## config.mk

```make
export PLATFORM = sky130hd
export DESIGN_NAME = tlcTop
export DESIGN_NICKNAME = d
export VERILOG_FILES = /design/src/tlc_pkg.sv /design/src/syncChain.sv /design/src/sampleTimer.sv /design/src/runSequencer.sv /design/src/interruptCtrl.sv /design/src/hostRegs.sv /design/src/tlcTop.sv
export VERILOG_INCLUDE_DIRS = /design/src
export SDC_FILE = /design/constraint.sdc
export NUM_CORES = 1
export LEC_CHECK = 0
export BUFFER_PORTS_ARGS = -buffer_cell sky130_fd_sc_hd__clkbuf_2
export CAP_MARGIN = 20
export CELL_PAD_IN_SITES_DETAIL_PLACEMENT = 1
export CELL_PAD_IN_SITES_GLOBAL_PLACEMENT = 2
export CORE_MARGIN = 3
export CORE_UTILIZATION = 30
export CTS_CLUSTER_SIZE = 10
export DETAILED_ROUTE_END_ITERATION = 7
export PLACE_DENSITY_LB_ADDON = 0.1
export SETUP_SLACK_MARGIN = 0.15
export SKIP_CTS_REPAIR_TIMING = 1
export SYNTH_ARGS = -nofsm -noshare
export SYNTH_HDL_FRONTEND = slang
export SYNTH_SLANG_ARGS = --single-unit
```

## constraint.sdc

```tcl
create_clock -name Clock32KIn -period 3.5 [get_ports Clock32KIn]
set_input_delay 0.525 -clock Clock32KIn [delete_from_list [all_inputs] [get_ports Clock32KIn]]
set_output_delay 0.525 -clock Clock32KIn [all_outputs]
set_load 0.005 [all_outputs]
```

## src/tlc_defs.svh

```systemverilog
//******************************
// register map, command bits and timing constants of the
// timing and run-control core
// include wherever an address or a bit position is decoded
//******************************
`ifndef TLC_DEFS_SVH
`define TLC_DEFS_SVH

`default_nettype none

`define CYCLES_PER_MSEC 33 // 32.768 kHz cycles in one millisecond

// host register addresses
`define REG_COMMAND 7'h00
`define REG_STATUS 7'h01
`define REG_MS_PER_SAMPLE 7'h02
`define REG_INT_CTRL 7'h03
`define REG_INT_STAT 7'h04
`define REG_INT_FFE_MSG 7'h38

// command register bits
`define CMD_RUN_CONT 0 // run the FFE every sample period
`define CMD_RUN_ONCE 1 // single FFE run that clears itself
`define CMD_START_SM 2 // sensor manager start that clears itself
`define CMD_FAST_CLK 7

`define MS_PER_SAMPLE_RST 8'd1 // zero would mean no period at all
`define REG_UNMAPPED_VALUE 8'h21

`default_nettype wire

`endif

```

## src/tlc_pkg.sv

```systemverilog
//******************************
// struct types shared between the control blocks
// and the testbench
//******************************
`default_nettype none

package tlc_pkg;

	// one host bus request sampled every clock
	typedef struct packed {
		logic [6:0] addr;
		logic [7:0] wdata;
		logic write; // 0 means read
	} regReqT;

	typedef struct packed {
		logic smBusy;
		logic ffeBusy;
	} busyT;

	// command bits that stay set after the write
	typedef struct packed {
		logic runContinuous;
		logic useFastClock;
	} cmdCtrlT;

	// strobes high for one clock after the command write
	typedef struct packed {
		logic runContWrite; // arms holdoff when run-continuous is written as 1
		logic runOnce;
		logic startSm;
	} cmdPulseT;

	typedef struct packed {
		logic enError; // bit 1
		logic enFfeMsg; // bit 0
	} intCtrlT;

	// status register listed msb first
	typedef struct packed {
		logic [2:0] reserved;
		logic i2cError;
		logic smOverrun;
		logic ffeOverrun;
		logic smBusy;
		logic ffeBusy;
	} statusT;

endpackage

`default_nettype wire

```

## src/syncChain.sv

```systemverilog
//******************************
// register chain of any packed type cleared by reset
// serves as input synchronizer and as start delay line
// last two stages come out so the user can detect changes
//******************************
`timescale 1ns/1ps
`default_nettype none

module syncChain #(
	parameter type T = logic,
	parameter int Depth = 2 // 2 or more
) (
	input wire Clock32KIn,
	input wire ResetIn,
	input wire T d_i,
	output T last_o,
	output T prev_o
);

	T stage [Depth]; // stage[0] samples d_i

	always_ff @(posedge Clock32KIn or posedge ResetIn) begin
		if (ResetIn) begin
			for (int i = 0; i < Depth; i++) begin
				stage[i] <= '0;
			end
		end else begin
			stage[0] <= d_i;
			for (int i = 1; i < Depth; i++) begin
				stage[i] <= stage[i-1]; // shift one per clock
			end
		end
	end

	assign last_o = stage[Depth-1];
	assign prev_o = stage[Depth-2];

endmodule

`default_nettype wire

```

## src/sampleTimer.sv

```systemverilog
//******************************
// millisecond timestamp and sample period timer
// issues periodic FFE runs as a toggle when run-continuous is set,
// records an overrun when a period ends with the FFE still busy
//******************************
`timescale 1ns/1ps
`include "tlc_defs.svh"
`default_nettype none

module sampleTimer (
	input wire Clock32KIn,
	input wire ResetIn,
	input wire tlc_pkg::cmdCtrlT cmdCtrl_i,
	input wire runContWrite_i,
	input wire [7:0] msPerSample_i,
	input wire ffeBusy_i,
	output logic [15:0] timeStamp_o,
	output logic timeStampTog_o,
	output logic ffeRunToggle_o,
	output logic ffeOverrun_o
);

	localparam int CycW = $clog2(`CYCLES_PER_MSEC);

	logic [CycW-1:0] cycCnt; // 32k cycles within the current ms
	logic [7:0] msecCnt; // ms left in the sample period
	logic holdoff; // first continuous run waits a full period
	logic pulse1ms;
	logic samplePulse;
	logic periodicRun;

	assign pulse1ms = (cycCnt == CycW'(`CYCLES_PER_MSEC - 1));
	assign samplePulse = pulse1ms && (msecCnt == 8'd1); // last ms of the period
	assign periodicRun = samplePulse && cmdCtrl_i.runContinuous && !holdoff;

	always_ff @(posedge Clock32KIn or posedge ResetIn) begin
		if (ResetIn) begin
			cycCnt <= '0;
			msecCnt <= 8'd1;
			timeStamp_o <= '0;
			timeStampTog_o <= 1'b0;
			holdoff <= 1'b0;
			ffeRunToggle_o <= 1'b0;
			ffeOverrun_o <= 1'b0;
		end else begin
			if (pulse1ms) begin
				cycCnt <= '0;
				timeStamp_o <= timeStamp_o + 16'd1;
				timeStampTog_o <= ~timeStampTog_o; // lets a slower domain see each tick
			end else begin
				cycCnt <= cycCnt + 1'b1;
			end

			if (samplePulse)
				msecCnt <= msPerSample_i; // reload at the period boundary
			else if (pulse1ms)
				msecCnt <= msecCnt - 8'd1;

			// arming wins over the clear from a boundary in the same clock
			if (runContWrite_i)
				holdoff <= 1'b1;
			else if (samplePulse)
				holdoff <= 1'b0;

			if (periodicRun) begin
				if (ffeBusy_i)
					ffeOverrun_o <= 1'b1; // sticky until reset
				else
					ffeRunToggle_o <= ~ffeRunToggle_o;
			end
		end
	end

endmodule

`default_nettype wire

```

## src/runSequencer.sv

```systemverilog
//******************************
// FFE and SM start sequencing
// merges once and periodic runs, delays the start toggles and
// gates the FFE and shared clock enables from the synced busy lines
//******************************
`timescale 1ns/1ps
`default_nettype none

module runSequencer (
	input wire Clock32KIn,
	input wire ResetIn,
	input wire ffeRunToggle_i,
	input wire runOnce_i,
	input wire startSm_i,
	input wire tlc_pkg::busyT busy_i,
	output logic startFfe_o,
	output logic startSm_o,
	output logic ffeClkEn_o,
	output logic clockEnable_o
);

	import tlc_pkg::*;

	logic onceTog; // flips per run-once command
	logic ffeReqTog;
	logic ffeReqS1; // first stage of the FFE start delay
	logic smTog;
	logic [2:0] smKick; // SM strobe lined up with stage 2/3 of the SM delay
	busyT busyS2;
	busyT busyS3;
	logic anyBusyS2;
	logic anyBusyS3;
	logic ffeClkRise;
	logic ffeClkFall;

	assign ffeReqTog = ffeRunToggle_i ^ onceTog; // any flip is a new request

	syncChain #(.T(logic), .Depth(2)) uFfeStart (
		.Clock32KIn(Clock32KIn),
		.ResetIn(ResetIn),
		.d_i(ffeReqTog),
		.last_o(startFfe_o),
		.prev_o(ffeReqS1)
	);

	syncChain #(.T(busyT), .Depth(3)) uBusySync (
		.Clock32KIn(Clock32KIn),
		.ResetIn(ResetIn),
		.d_i(busy_i),
		.last_o(busyS3),
		.prev_o(busyS2)
	);

	// SM side sees the start late so the shared clock has time to come up
	syncChain #(.T(logic), .Depth(6)) uSmStart (
		.Clock32KIn(Clock32KIn),
		.ResetIn(ResetIn),
		.d_i(smTog),
		.last_o(startSm_o),
		.prev_o()
	);

	assign ffeClkRise = !ffeClkEn_o && (ffeReqS1 ^ ffeReqTog); // new request not yet delayed
	assign ffeClkFall = ffeClkEn_o && busyS3.ffeBusy && !busyS2.ffeBusy; // busy end
	assign anyBusyS2 = busyS2.ffeBusy | busyS2.smBusy;
	assign anyBusyS3 = busyS3.ffeBusy | busyS3.smBusy;

	always_ff @(posedge Clock32KIn or posedge ResetIn) begin
		if (ResetIn) begin
			onceTog <= 1'b0;
			smTog <= 1'b0;
			smKick <= '0;
			ffeClkEn_o <= 1'b0;
			clockEnable_o <= 1'b0;
		end else begin
			onceTog <= onceTog ^ runOnce_i;
			smTog <= smTog ^ startSm_i;
			smKick <= {smKick[1:0], startSm_i};

			if (ffeClkRise)
				ffeClkEn_o <= 1'b1;
			else if (ffeClkFall)
				ffeClkEn_o <= 1'b0;

			// shared clock stays on until both engines went idle
			if (clockEnable_o) begin
				if (!anyBusyS2 && anyBusyS3)
					clockEnable_o <= 1'b0;
			end else if (ffeClkRise || smKick[2]) begin
				clockEnable_o <= 1'b1;
			end
		end
	end

endmodule

`default_nettype wire

```

## src/interruptCtrl.sv

```systemverilog
//******************************
// interrupt latches and the level interrupt pin
// FFE messages clear per bit from the host and the I2C error sticks
//******************************
`timescale 1ns/1ps
`default_nettype none

module interruptCtrl (
	input wire Clock32KIn,
	input wire ResetIn,
	input wire [7:0] ffeMsg_i,
	input wire [7:0] msgClear_i,
	input wire i2cError_i,
	input wire smOverrun_i,
	input wire ffeOverrun_i,
	input wire tlc_pkg::intCtrlT intCtrl_i,
	output logic [7:0] msgLatched_o,
	output logic i2cErrorLatched_o,
	output logic interrupt_o
);

	logic anyMsg;
	logic anyError;

	always_ff @(posedge Clock32KIn or posedge ResetIn) begin
		if (ResetIn) begin
			msgLatched_o <= '0;
			i2cErrorLatched_o <= 1'b0;
		end else begin
			msgLatched_o <= (msgLatched_o & ~msgClear_i) | ffeMsg_i; // new message beats clear
			i2cErrorLatched_o <= i2cErrorLatched_o | i2cError_i;
		end
	end

	assign anyMsg = |msgLatched_o;
	assign anyError = i2cErrorLatched_o || smOverrun_i || ffeOverrun_i;

	// active high level held until the source is cleared
	assign interrupt_o = (intCtrl_i.enFfeMsg && anyMsg) ||
		(intCtrl_i.enError && anyError);

endmodule

`default_nettype wire

```

## src/hostRegs.sv

```systemverilog
//******************************
// host register file on the strobe bus
// write in any clock with write set and read data one clock later
// command bits become held levels or one-clock strobes
//******************************
`timescale 1ns/1ps
`include "tlc_defs.svh"
`default_nettype none

module hostRegs (
	input wire Clock32KIn,
	input wire ResetIn,
	input wire tlc_pkg::regReqT regReq_i,
	input wire tlc_pkg::busyT busy_i,
	input wire smOverrun_i,
	input wire ffeOverrun_i,
	input wire i2cError_i,
	input wire [7:0] msgLatched_i,
	output logic [7:0] regData_o,
	output tlc_pkg::cmdCtrlT cmdCtrl_o,
	output tlc_pkg::cmdPulseT cmdPulse_o,
	output logic [7:0] msPerSample_o,
	output tlc_pkg::intCtrlT intCtrl_o,
	output logic [7:0] msgClear_o,
	output logic useFastClock_o
);

	import tlc_pkg::*;

	logic cmdWrite;
	logic [7:0] cmdRead;
	statusT status;

	assign cmdWrite = regReq_i.write && (regReq_i.addr == `REG_COMMAND);
	assign useFastClock_o = cmdCtrl_o.useFastClock;

	// self clearing bits read back as 0
	always_comb begin
		cmdRead = '0;
		cmdRead[`CMD_RUN_CONT] = cmdCtrl_o.runContinuous;
		cmdRead[`CMD_FAST_CLK] = cmdCtrl_o.useFastClock;
	end

	always_comb begin
		status = '0;
		status.ffeBusy = busy_i.ffeBusy; // raw input without syncing
		status.smBusy = busy_i.smBusy;
		status.ffeOverrun = ffeOverrun_i;
		status.smOverrun = smOverrun_i;
		status.i2cError = i2cError_i;
	end

	always_ff @(posedge Clock32KIn or posedge ResetIn) begin
		if (ResetIn) begin
			regData_o <= '0;
			cmdCtrl_o <= '0;
			cmdPulse_o <= '0;
			msPerSample_o <= `MS_PER_SAMPLE_RST;
			intCtrl_o <= '0;
			msgClear_o <= '0;
		end else begin
			// strobes last exactly one clock
			cmdPulse_o.runContWrite <= cmdWrite && regReq_i.wdata[`CMD_RUN_CONT];
			cmdPulse_o.runOnce <= cmdWrite && regReq_i.wdata[`CMD_RUN_ONCE];
			cmdPulse_o.startSm <= cmdWrite && regReq_i.wdata[`CMD_START_SM];
			msgClear_o <= '0;

			if (regReq_i.write) begin
				case (regReq_i.addr)
					`REG_COMMAND: begin
						cmdCtrl_o.runContinuous <= regReq_i.wdata[`CMD_RUN_CONT];
						cmdCtrl_o.useFastClock <= regReq_i.wdata[`CMD_FAST_CLK];
					end
					`REG_MS_PER_SAMPLE: msPerSample_o <= regReq_i.wdata;
					`REG_INT_CTRL: intCtrl_o <= intCtrlT'(regReq_i.wdata[1:0]);
					`REG_INT_FFE_MSG: msgClear_o <= regReq_i.wdata; // write 1 to clear
					default: ;
				endcase
			end else begin
				case (regReq_i.addr)
					`REG_COMMAND: regData_o <= cmdRead;
					`REG_STATUS: regData_o <= status;
					`REG_MS_PER_SAMPLE: regData_o <= msPerSample_o;
					`REG_INT_CTRL: regData_o <= {6'b0, intCtrl_o};
					`REG_INT_STAT: regData_o <= {7'b0, |msgLatched_i};
					`REG_INT_FFE_MSG: regData_o <= msgLatched_i;
					default: regData_o <= `REG_UNMAPPED_VALUE;
				endcase
			end
		end
	end

endmodule

`default_nettype wire

```

## src/tlcTop.sv

```systemverilog
//******************************
// timing and run-control top level
// host registers, sample timer, run sequencer and interrupts
// all on the 32 kHz clock
//******************************
`timescale 1ns/1ps
`default_nettype none

module tlcTop (
	input wire Clock32KIn,
	input wire ResetIn,
	input wire tlc_pkg::regReqT regReq_i,
	output logic [7:0] regData_o,
	input wire tlc_pkg::busyT busy_i,
	input wire smOverrun_i,
	input wire i2cError_i,
	input wire [7:0] ffeMsg_i,
	output logic startFfe_o,
	output logic startSm_o,
	output logic ffeClkEn_o,
	output logic clockEnable_o,
	output logic [15:0] timeStamp_o,
	output logic timeStampTog_o,
	output logic interrupt_o,
	output logic useFastClock_o
);

	import tlc_pkg::*;

	cmdCtrlT cmdCtrl;
	cmdPulseT cmdPulse;
	intCtrlT intCtrl;
	logic [7:0] msPerSample;
	logic [7:0] msgClear;
	logic [7:0] msgLatched;
	logic i2cErrorLatched;
	logic ffeRunToggle; // periodic run request
	logic ffeOverrun;

	hostRegs uHostRegs (
		.Clock32KIn(Clock32KIn),
		.ResetIn(ResetIn),
		.regReq_i(regReq_i),
		.busy_i(busy_i),
		.smOverrun_i(smOverrun_i),
		.ffeOverrun_i(ffeOverrun),
		.i2cError_i(i2cErrorLatched),
		.msgLatched_i(msgLatched),
		.regData_o(regData_o),
		.cmdCtrl_o(cmdCtrl),
		.cmdPulse_o(cmdPulse),
		.msPerSample_o(msPerSample),
		.intCtrl_o(intCtrl),
		.msgClear_o(msgClear),
		.useFastClock_o(useFastClock_o)
	);

	sampleTimer uSampleTimer (
		.Clock32KIn(Clock32KIn),
		.ResetIn(ResetIn),
		.cmdCtrl_i(cmdCtrl),
		.runContWrite_i(cmdPulse.runContWrite),
		.msPerSample_i(msPerSample),
		.ffeBusy_i(busy_i.ffeBusy),
		.timeStamp_o(timeStamp_o),
		.timeStampTog_o(timeStampTog_o),
		.ffeRunToggle_o(ffeRunToggle),
		.ffeOverrun_o(ffeOverrun)
	);

	runSequencer uRunSeq (
		.Clock32KIn(Clock32KIn),
		.ResetIn(ResetIn),
		.ffeRunToggle_i(ffeRunToggle),
		.runOnce_i(cmdPulse.runOnce),
		.startSm_i(cmdPulse.startSm),
		.busy_i(busy_i),
		.startFfe_o(startFfe_o),
		.startSm_o(startSm_o),
		.ffeClkEn_o(ffeClkEn_o),
		.clockEnable_o(clockEnable_o)
	);

	interruptCtrl uIntCtrl (
		.Clock32KIn(Clock32KIn),
		.ResetIn(ResetIn),
		.ffeMsg_i(ffeMsg_i),
		.msgClear_i(msgClear),
		.i2cError_i(i2cError_i),
		.smOverrun_i(smOverrun_i),
		.ffeOverrun_i(ffeOverrun),
		.intCtrl_i(intCtrl),
		.msgLatched_o(msgLatched),
		.i2cErrorLatched_o(i2cErrorLatched),
		.interrupt_o(interrupt_o)
	);

endmodule

`default_nettype wire

```

## Yosys cells after proc, flatten, opt, wreduce, memory -nomap -nowiden

Index checks and enable logic that the tools add are counted.

| storage, ports and cells | value |
|---|---|
| bits in registers | 95 |
| input port bits | 30 |
| output and inout bits | 31 |
| logic and storage cells | 105 |

| operators by class | value |
|---|---|
| add/subtract/negate cells | 3 |
| eq/ne operators | 7 |
| muxes and demuxes | 13 |
| bitwise gates (word level) | 13 |
| reduce and logical (&&, ||, !) cells | 31 |

Operator list:

| kind | number |
|---|---|
| 8-bit one-hot mux with 6 select lines | 1 |
| 8-bit 2-to-1 mux | 4 |
| 16-bit by 1-bit adder with 16-bit output, second input constant | 1 |
| 7-bit by 2-bit == test with 1-bit output, second input constant | 2 |
| 1-bit logical AND | 13 |
| 2-bit AND reduction | 5 |
| 8-bit bitwise AND | 1 |
| 8-bit by 1-bit == test with 1-bit output, second input constant | 1 |
| 8-bit NOT | 1 |
| 8-bit bitwise OR | 1 |
| 8-bit OR reduction | 1 |
| 8-bit by 1-bit subtractor with 8-bit output, second input constant | 1 |
| 7-bit by 1-bit == test with 1-bit output, second input constant | 1 |
| 7-bit by 3-bit == test with 1-bit output, second input constant | 1 |
| 7-bit by 6-bit == test with 1-bit output, second input constant | 1 |
| 7-bit logical NOT | 1 |
| 1-bit 2-to-1 mux | 7 |
| 6-bit by 1-bit adder with 6-bit output, second input constant | 1 |
| 6-bit == test, second input constant | 1 |
| 6-bit 2-to-1 mux | 1 |
| 2-bit nonzero test | 3 |
| 1-bit logical NOT | 4 |
| 1-bit logical OR | 4 |
| 1-bit XOR | 4 |
| 2 further kinds | 6 |

## Depth between registers and ports, before layout

| logic depth | value |
|---|---|
| depth after elaboration | 6 |
| depth in mapped cells | 8 |
| depth with buffers taken out | 6 |

## Modules after synthesis

A second synthesis with hierarchy kept.

| unflattened totals | value |
|---|---|
| cell total of the unflattened synthesis | 344 |
| area total of the unflattened synthesis | 4129.0 um^2 |

By module, submodules not included:

| module | instances | cells an instance | area an instance (um^2) | sequential area each (um^2) |
|---|---|---|---|---|
| sampleTimer | 1 | 154 | 1682.9 | 852.1 |
| hostRegs | 1 | 118 | 1430.1 | 777.0 |
| interruptCtrl | 1 | 32 | 357.8 | 225.2 |
| runSequencer | 1 | 19 | 266.5 | 175.2 |
| syncChain (uRunSeq.uBusySync) | 1 | 11 | 183.9 | 150.1 |
| syncChain (uRunSeq.uSmStart) | 1 | 7 | 153.9 | 150.1 |
| syncChain (uRunSeq.uFfeStart) | 1 | 3 | 53.8 | 50.0 |

## Worst setup path before layout

Ideal clock, no wire load.

| timing path | value |
|---|---|
| kind | input -> register |
| from | input regReq_i[12] in the netlist's numbering |
| to | register uHostRegs.cmdCtrl_o[1] in the netlist's numbering |
| setup time | 0.125 ns |
| data arrival time | 2.045 ns |
| data required time | 3.375 ns |
| slack | 1.330 ns |
| stages | 4 |
| path buffers | 0 |
| cells stage by stage | or4_1 nor2_1 and3_1 mux2_2 |

| between the ends | value |
|---|---|
| word-level cells in the longest chain between the ends | 2 |

RTL lines:

| what | line | RTL |
|---|---|---|
| from (decl) | tlcTop.sv:12 | `input wire tlc_pkg::regReqT regReq_i,` |
| 7-bit logical NOT | hostRegs.sv:69 | `case (regReq_i.addr)` |
| 2-bit AND reduction (no line) | - |  |
| to (decl) | hostRegs.sv:20 | `output tlc_pkg::cmdCtrlT cmdCtrl_o,` |

No other way between the ends.
A chain may end at the register's enable or synchronous reset.

## Worst setup path after layout

| timing path | value |
|---|---|
| from | register uSampleTimer.cycCnt[0] |
| to | register uSampleTimer.timeStamp_o[4] |

| between the ends | value |
|---|---|
| word-level cells in the longest chain between the ends | 1 |

RTL lines:

| what | line | RTL |
|---|---|---|
| from (decl) | sampleTimer.sv:25 | `logic [CycW-1:0] cycCnt;` |
| from (signal assigned) | sampleTimer.sv:51 | `cycCnt <= cycCnt + 1'b1;` |
| 6-bit == test | sampleTimer.sv:32 | `` assign pulse1ms = (cycCnt == CycW'(`CYCLES_PER_MSEC - 1)); `` |
| to (signal assigned) | sampleTimer.sv:48 | `timeStamp_o <= timeStamp_o + 16'd1;` |
| to (decl) | sampleTimer.sv:17 | `output logic [15:0] timeStamp_o,` |

No other way between the ends.

==> impl_table.tex <==
\begin{tabular}{lr}
\hline
Metric & Value \\
\hline
\multicolumn{2}{l}{\textbf{Power and ir drop}} \\
Lkg Pwr & 2.261 nW \\
Total power divided by cell area & 466.1 nW/um2 \\
Peak supply drop & 0.2203 mV \\
\multicolumn{2}{l}{\textbf{Place}} \\
Number of buffers inserted by port buffering & 60 \\
Cell count after placement & 565 \\
Last weighted congestion value of the routability-driven placer & 0.7818 \\
Final HPWL from detailed placement & 6920 um \\
\multicolumn{2}{l}{\textbf{Yosys}} \\
Number of enable flip-flop cells after synthesis & 0 \\
YS warnings & 0 \\
Fraction of the yosys area taken by sequential cells & 59.68\% \\
Most used standard cells in the synthesized netlist & sky130\_fd\_sc\_hd\_\_dfrtp\_1 (93), sky130\_fd\_sc\_hd\_\_inv\_1 (28), sky130\_fd\_sc\_hd\_\_nor2\_1 (19) \\
Predominant post-synthesis flop cell & sky130\_fd\_sc\_hd\_\_dfrtp\_1 \\
Post-synth top area cell & sky130\_fd\_sc\_hd\_\_dfrtp\_1 \\
Net Count, Synth & 370 \\
Synth top area share & 58.36\% \\
Gate Count Post-Synth & 335 \\
Netlist Area Pre-Place & 3988 um2 \\
Yosys reg bits & 95 \\
Proportion of register bits with asynchronous set or reset after synthesis & 100.0\% \\
Yosys cell types & 52 \\
Syn\_area\_per\_cell & 11.90 um2 \\
Area contributors post-synth & sky130\_fd\_sc\_hd\_\_dfrtp\_1 (58\%), sky130\_fd\_sc\_hd\_\_mux2\_2 (3.4\%), sky130\_fd\_sc\_hd\_\_xnor2\_1 (2.9\%) \\
Count leader, synth & sky130\_fd\_sc\_hd\_\_dfrtp\_1 \\
\multicolumn{2}{l}{\textbf{STA}} \\
Clock period minus final worst setup slack & 2286 ps \\
Final max-slew violation count & 0 \\
Final Hold Fails & 0 \\
Clock skew & 9.404 ps \\
Fin crit share & 65.32\% \\
Setup repair after global routing missed its margin & false \\
Max frequency & 0.4374 GHz \\
Final setup violation count & 0 \\
Slew of the pin with the lowest slew margin & 722.4 ps \\
Relative slew margins & 51.84\% \\
Worst Hold Margin & 282.6 ps \\
Post-Route Setup TNS & 0 ps \\
\multicolumn{2}{l}{\textbf{Clock network}} \\
Insertion delay of the later-clocked pin in the worst-skew pair & 350 ps \\
Cell at the root of the clock tree & sky130\_fd\_sc\_hd\_\_clkbuf\_16 \\
CTS tree & yes \\
H-tree depth & 3 \\
Number of buffers on the longest clock path & 2 \\
CTS buffer count & 9 \\
Reg clk slew, reported paths & 70 ps \\
Total number of clock tree sinks & 95 \\
\multicolumn{2}{l}{\textbf{Global route}} \\
Via count of the first global-routing pass & 2981 \\
Wire length of the first global-routing pass & 15980 um \\
Largest net degree at the start of global routing & 59 \\
Sum of overflow across all layers after global routing & 0 \\
Global router's overall resource usage & 14.06\% \\
Initial antenna violation count & 0 \\
\multicolumn{2}{l}{\textbf{Setup path}} \\
Critical Path End Type & flop \\
CP Data Required Time & 3770 ps \\
Endpoint arrival time on the critical path & 2550 ps \\
Category of the critical setup timing path & flop to flop \\
Worst-path fanout max & 21 \\
Startpoint class of the critical path & flop \\
\multicolumn{2}{l}{\textbf{Routing}} \\
Routed vias & 2805 \\
Routed length per instance & 16.44 um \\
Residual antenna-violating net count after detailed routing & 0 \\
Routed via count divided by cell count & 4.828 \\
Drt first-iter violations & 89 \\
Drt total wl & 9553 um \\
Remaining design rule violation count & 0 \\
First-pass DRT Iterations & 4 \\
\multicolumn{2}{l}{\textbf{Die}} \\
Ports placed on the boundary & 61 \\
Overall die height & 121.3 um \\
Horiz. Die Dim & 121.3 um \\
Full die area & 14710 um2 \\
Rows & 41 \\
Initial cell density of the core & 31.09\% \\
Core Area & 12820 um2 \\
\multicolumn{2}{l}{\textbf{Final layout}} \\
Number of filler instances in the final layout & 1463 \\
Final layout net count & 439 \\
Fraction of layout instances using a drive strength above 1 & 24.69\% \\
Post-route insts no fill & 581 \\
Number of antenna cells inserted & 0 \\
Layout Area Growth over Synthesis & 20.02\% \\
\multicolumn{2}{l}{\textbf{Status}} \\
Outcome & finished, final reports clean \\
\multicolumn{2}{l}{\textbf{Flow run}} \\
Number of maximum-capacitance violations & 0 \\
\multicolumn{2}{l}{\textbf{Worst hold path}} \\
Hold/Removal Path Class & input port to async pin \\
\hline
\end{tabular}
[cells by family after synthesis]
family / after synthesis / synth area share, %
AOI/OAI and AO/OA: 60 / 10.92
xor gates and xnor gates: 25 / 5.491
adders and majority gates: 5 / 1.569
buffers and inverters: 33 / 3.294
DFF: 95 / 59.68
muxes: 15 / 4.456
and+or+nand+nor: 102 / 14.59
[state kept, by name, summed over array words and instances (netlist names), 2 cells and up]
register                  flops
uIntCtrl.msgLatched_o         8
uSampleTimer.msecCnt          8
uRunSeq.uSmStart.stage        4
uSampleTimer.timeStamp_o     16
uHostRegs.msPerSample_o       8
uHostRegs.intCtrl_o           2
uRunSeq.uBusySync.last_o      2
uHostRegs.regData_o           8
uHostRegs.cmdPulse_o          3
uRunSeq.smKick                3
uRunSeq.uBusySync.stage       2
uHostRegs.msgClear_o          8
uRunSeq.uBusySync.prev_o      2
uSampleTimer.cycCnt           6
[metal layers]
metal,GRT usage (%),routed length [um],up-vias
li1,-,-,1333
met1,19.03,4607,1419
met2,21.76,4470,43
met3,3.730,323,10
met4,4.972,152,0
met5,0,0,-
[power breakdown]
part           total [mW]  internal [mW]  leakage [nW]  switching [mW]
clock               0.945          0.509         0.138           0.436
combinational       0.122         0.0521         0.936          0.0703
sequential           1.16           1.14          1.19          0.0272
total                2.23           1.70          2.26           0.533
[final cells by class]
class / instances / area (um2) / area share [%]
inverters: 28 / 107.6 / 2.248
clock inverters: 5 / 41.29 / 0.8627
flip-flops and latches: 95 / 2380 / 49.73
repair buffers: 63 / 322.8 / 6.745
well taps: 172 / 215.2 / 4.497
multi-input cells: 207 / 1476 / 30.85
clock buffers: 11 / 242.7 / 5.072
[cells in the final DEF (no fill, tap or decap), types with 2 or more instances in the layout]
cell	netlist	final
sky130_fd_sc_hd__a21o_1	8	8
sky130_fd_sc_hd__a21oi_1	6	6
sky130_fd_sc_hd__a22oi_1	6	6
sky130_fd_sc_hd__a32oi_1	10	10
sky130_fd_sc_hd__and2_1	14	14
sky130_fd_sc_hd__and3_1	7	7
sky130_fd_sc_hd__and4_1	2	2
sky130_fd_sc_hd__buf_4	0	3
sky130_fd_sc_hd__clkbuf_16	0	9
sky130_fd_sc_hd__clkbuf_2	0	60
sky130_fd_sc_hd__dfrtp_1	93	93
sky130_fd_sc_hd__dfstp_2	2	2
sky130_fd_sc_hd__ha_1	5	5
sky130_fd_sc_hd__inv_1	28	27
sky130_fd_sc_hd__mux2_2	12	12
sky130_fd_sc_hd__mux2i_1	2	2
sky130_fd_sc_hd__nand2_1	17	17
sky130_fd_sc_hd__nand3_1	7	7
sky130_fd_sc_hd__nand4_1	6	6
sky130_fd_sc_hd__nor2_1	19	19
sky130_fd_sc_hd__nor3_1	8	8
sky130_fd_sc_hd__nor4_1	6	6
sky130_fd_sc_hd__o211ai_1	2	2
sky130_fd_sc_hd__o21ai_0	12	12
sky130_fd_sc_hd__o21bai_1	2	2
sky130_fd_sc_hd__o2bb2ai_1	4	4
sky130_fd_sc_hd__o31ai_1	2	2
sky130_fd_sc_hd__or3_1	2	2
sky130_fd_sc_hd__xnor2_1	13	13
sky130_fd_sc_hd__xor2_1	12	12
[worst max-delay path, stage by stage (launching register included)]
cell and delay (ps):
sky130_fd_sc_hd__dfrtp_1 410, sky130_fd_sc_hd__inv_1 70, sky130_fd_sc_hd__ha_1 130, sky130_fd_sc_hd__nor4bb_1 480, sky130_fd_sc_hd__and2_1 690, sky130_fd_sc_hd__and4_1 290
sky130_fd_sc_hd__xor2_1 140
[stage by stage]
| stage | worst slack (ps) | util (%) | area [um2] | power (mW) |
|---|---|---|---|---|
| finish | 1214 | 37.32 | 4786 | 2.231 |
| global route | 856.1 | 37.32 | 4786 | 2.344 |
| CTS | 1150 | 37.32 | 4786 | 2.277 |
| detailed placement | 1012 | 35.10 | 4502 | 1.313 |
| global placement | 1098 | 35.10 | 4502 | 1.310 |
| floorplan | 501.3 | - | 3988 | 1.240 |
[final timing paths]
check	startpoint	endpoint	slack (ps)	cells past startpoint
setup / recovery	uSampleTimer.cycCnt[0]	uSampleTimer.timeStamp_o[4]	1210	6
hold / removal	ResetIn	uSampleTimer.timeStamp_o[15]	280	2
setup reg to reg	uSampleTimer.cycCnt[0]	uSampleTimer.timeStamp_o[4]	1210	6
hold reg to reg	uRunSeq.uBusySync.stage[4]	uRunSeq.uBusySync.prev_o[0]	350	0
max in group asynchronous	ResetIn	uHostRegs.regData_o[2]	2460	3
min in group Clock32KIn	busy_i[1]	uRunSeq.uBusySync.stage[5]	320	1
Power figures use the tool's default switching activity.
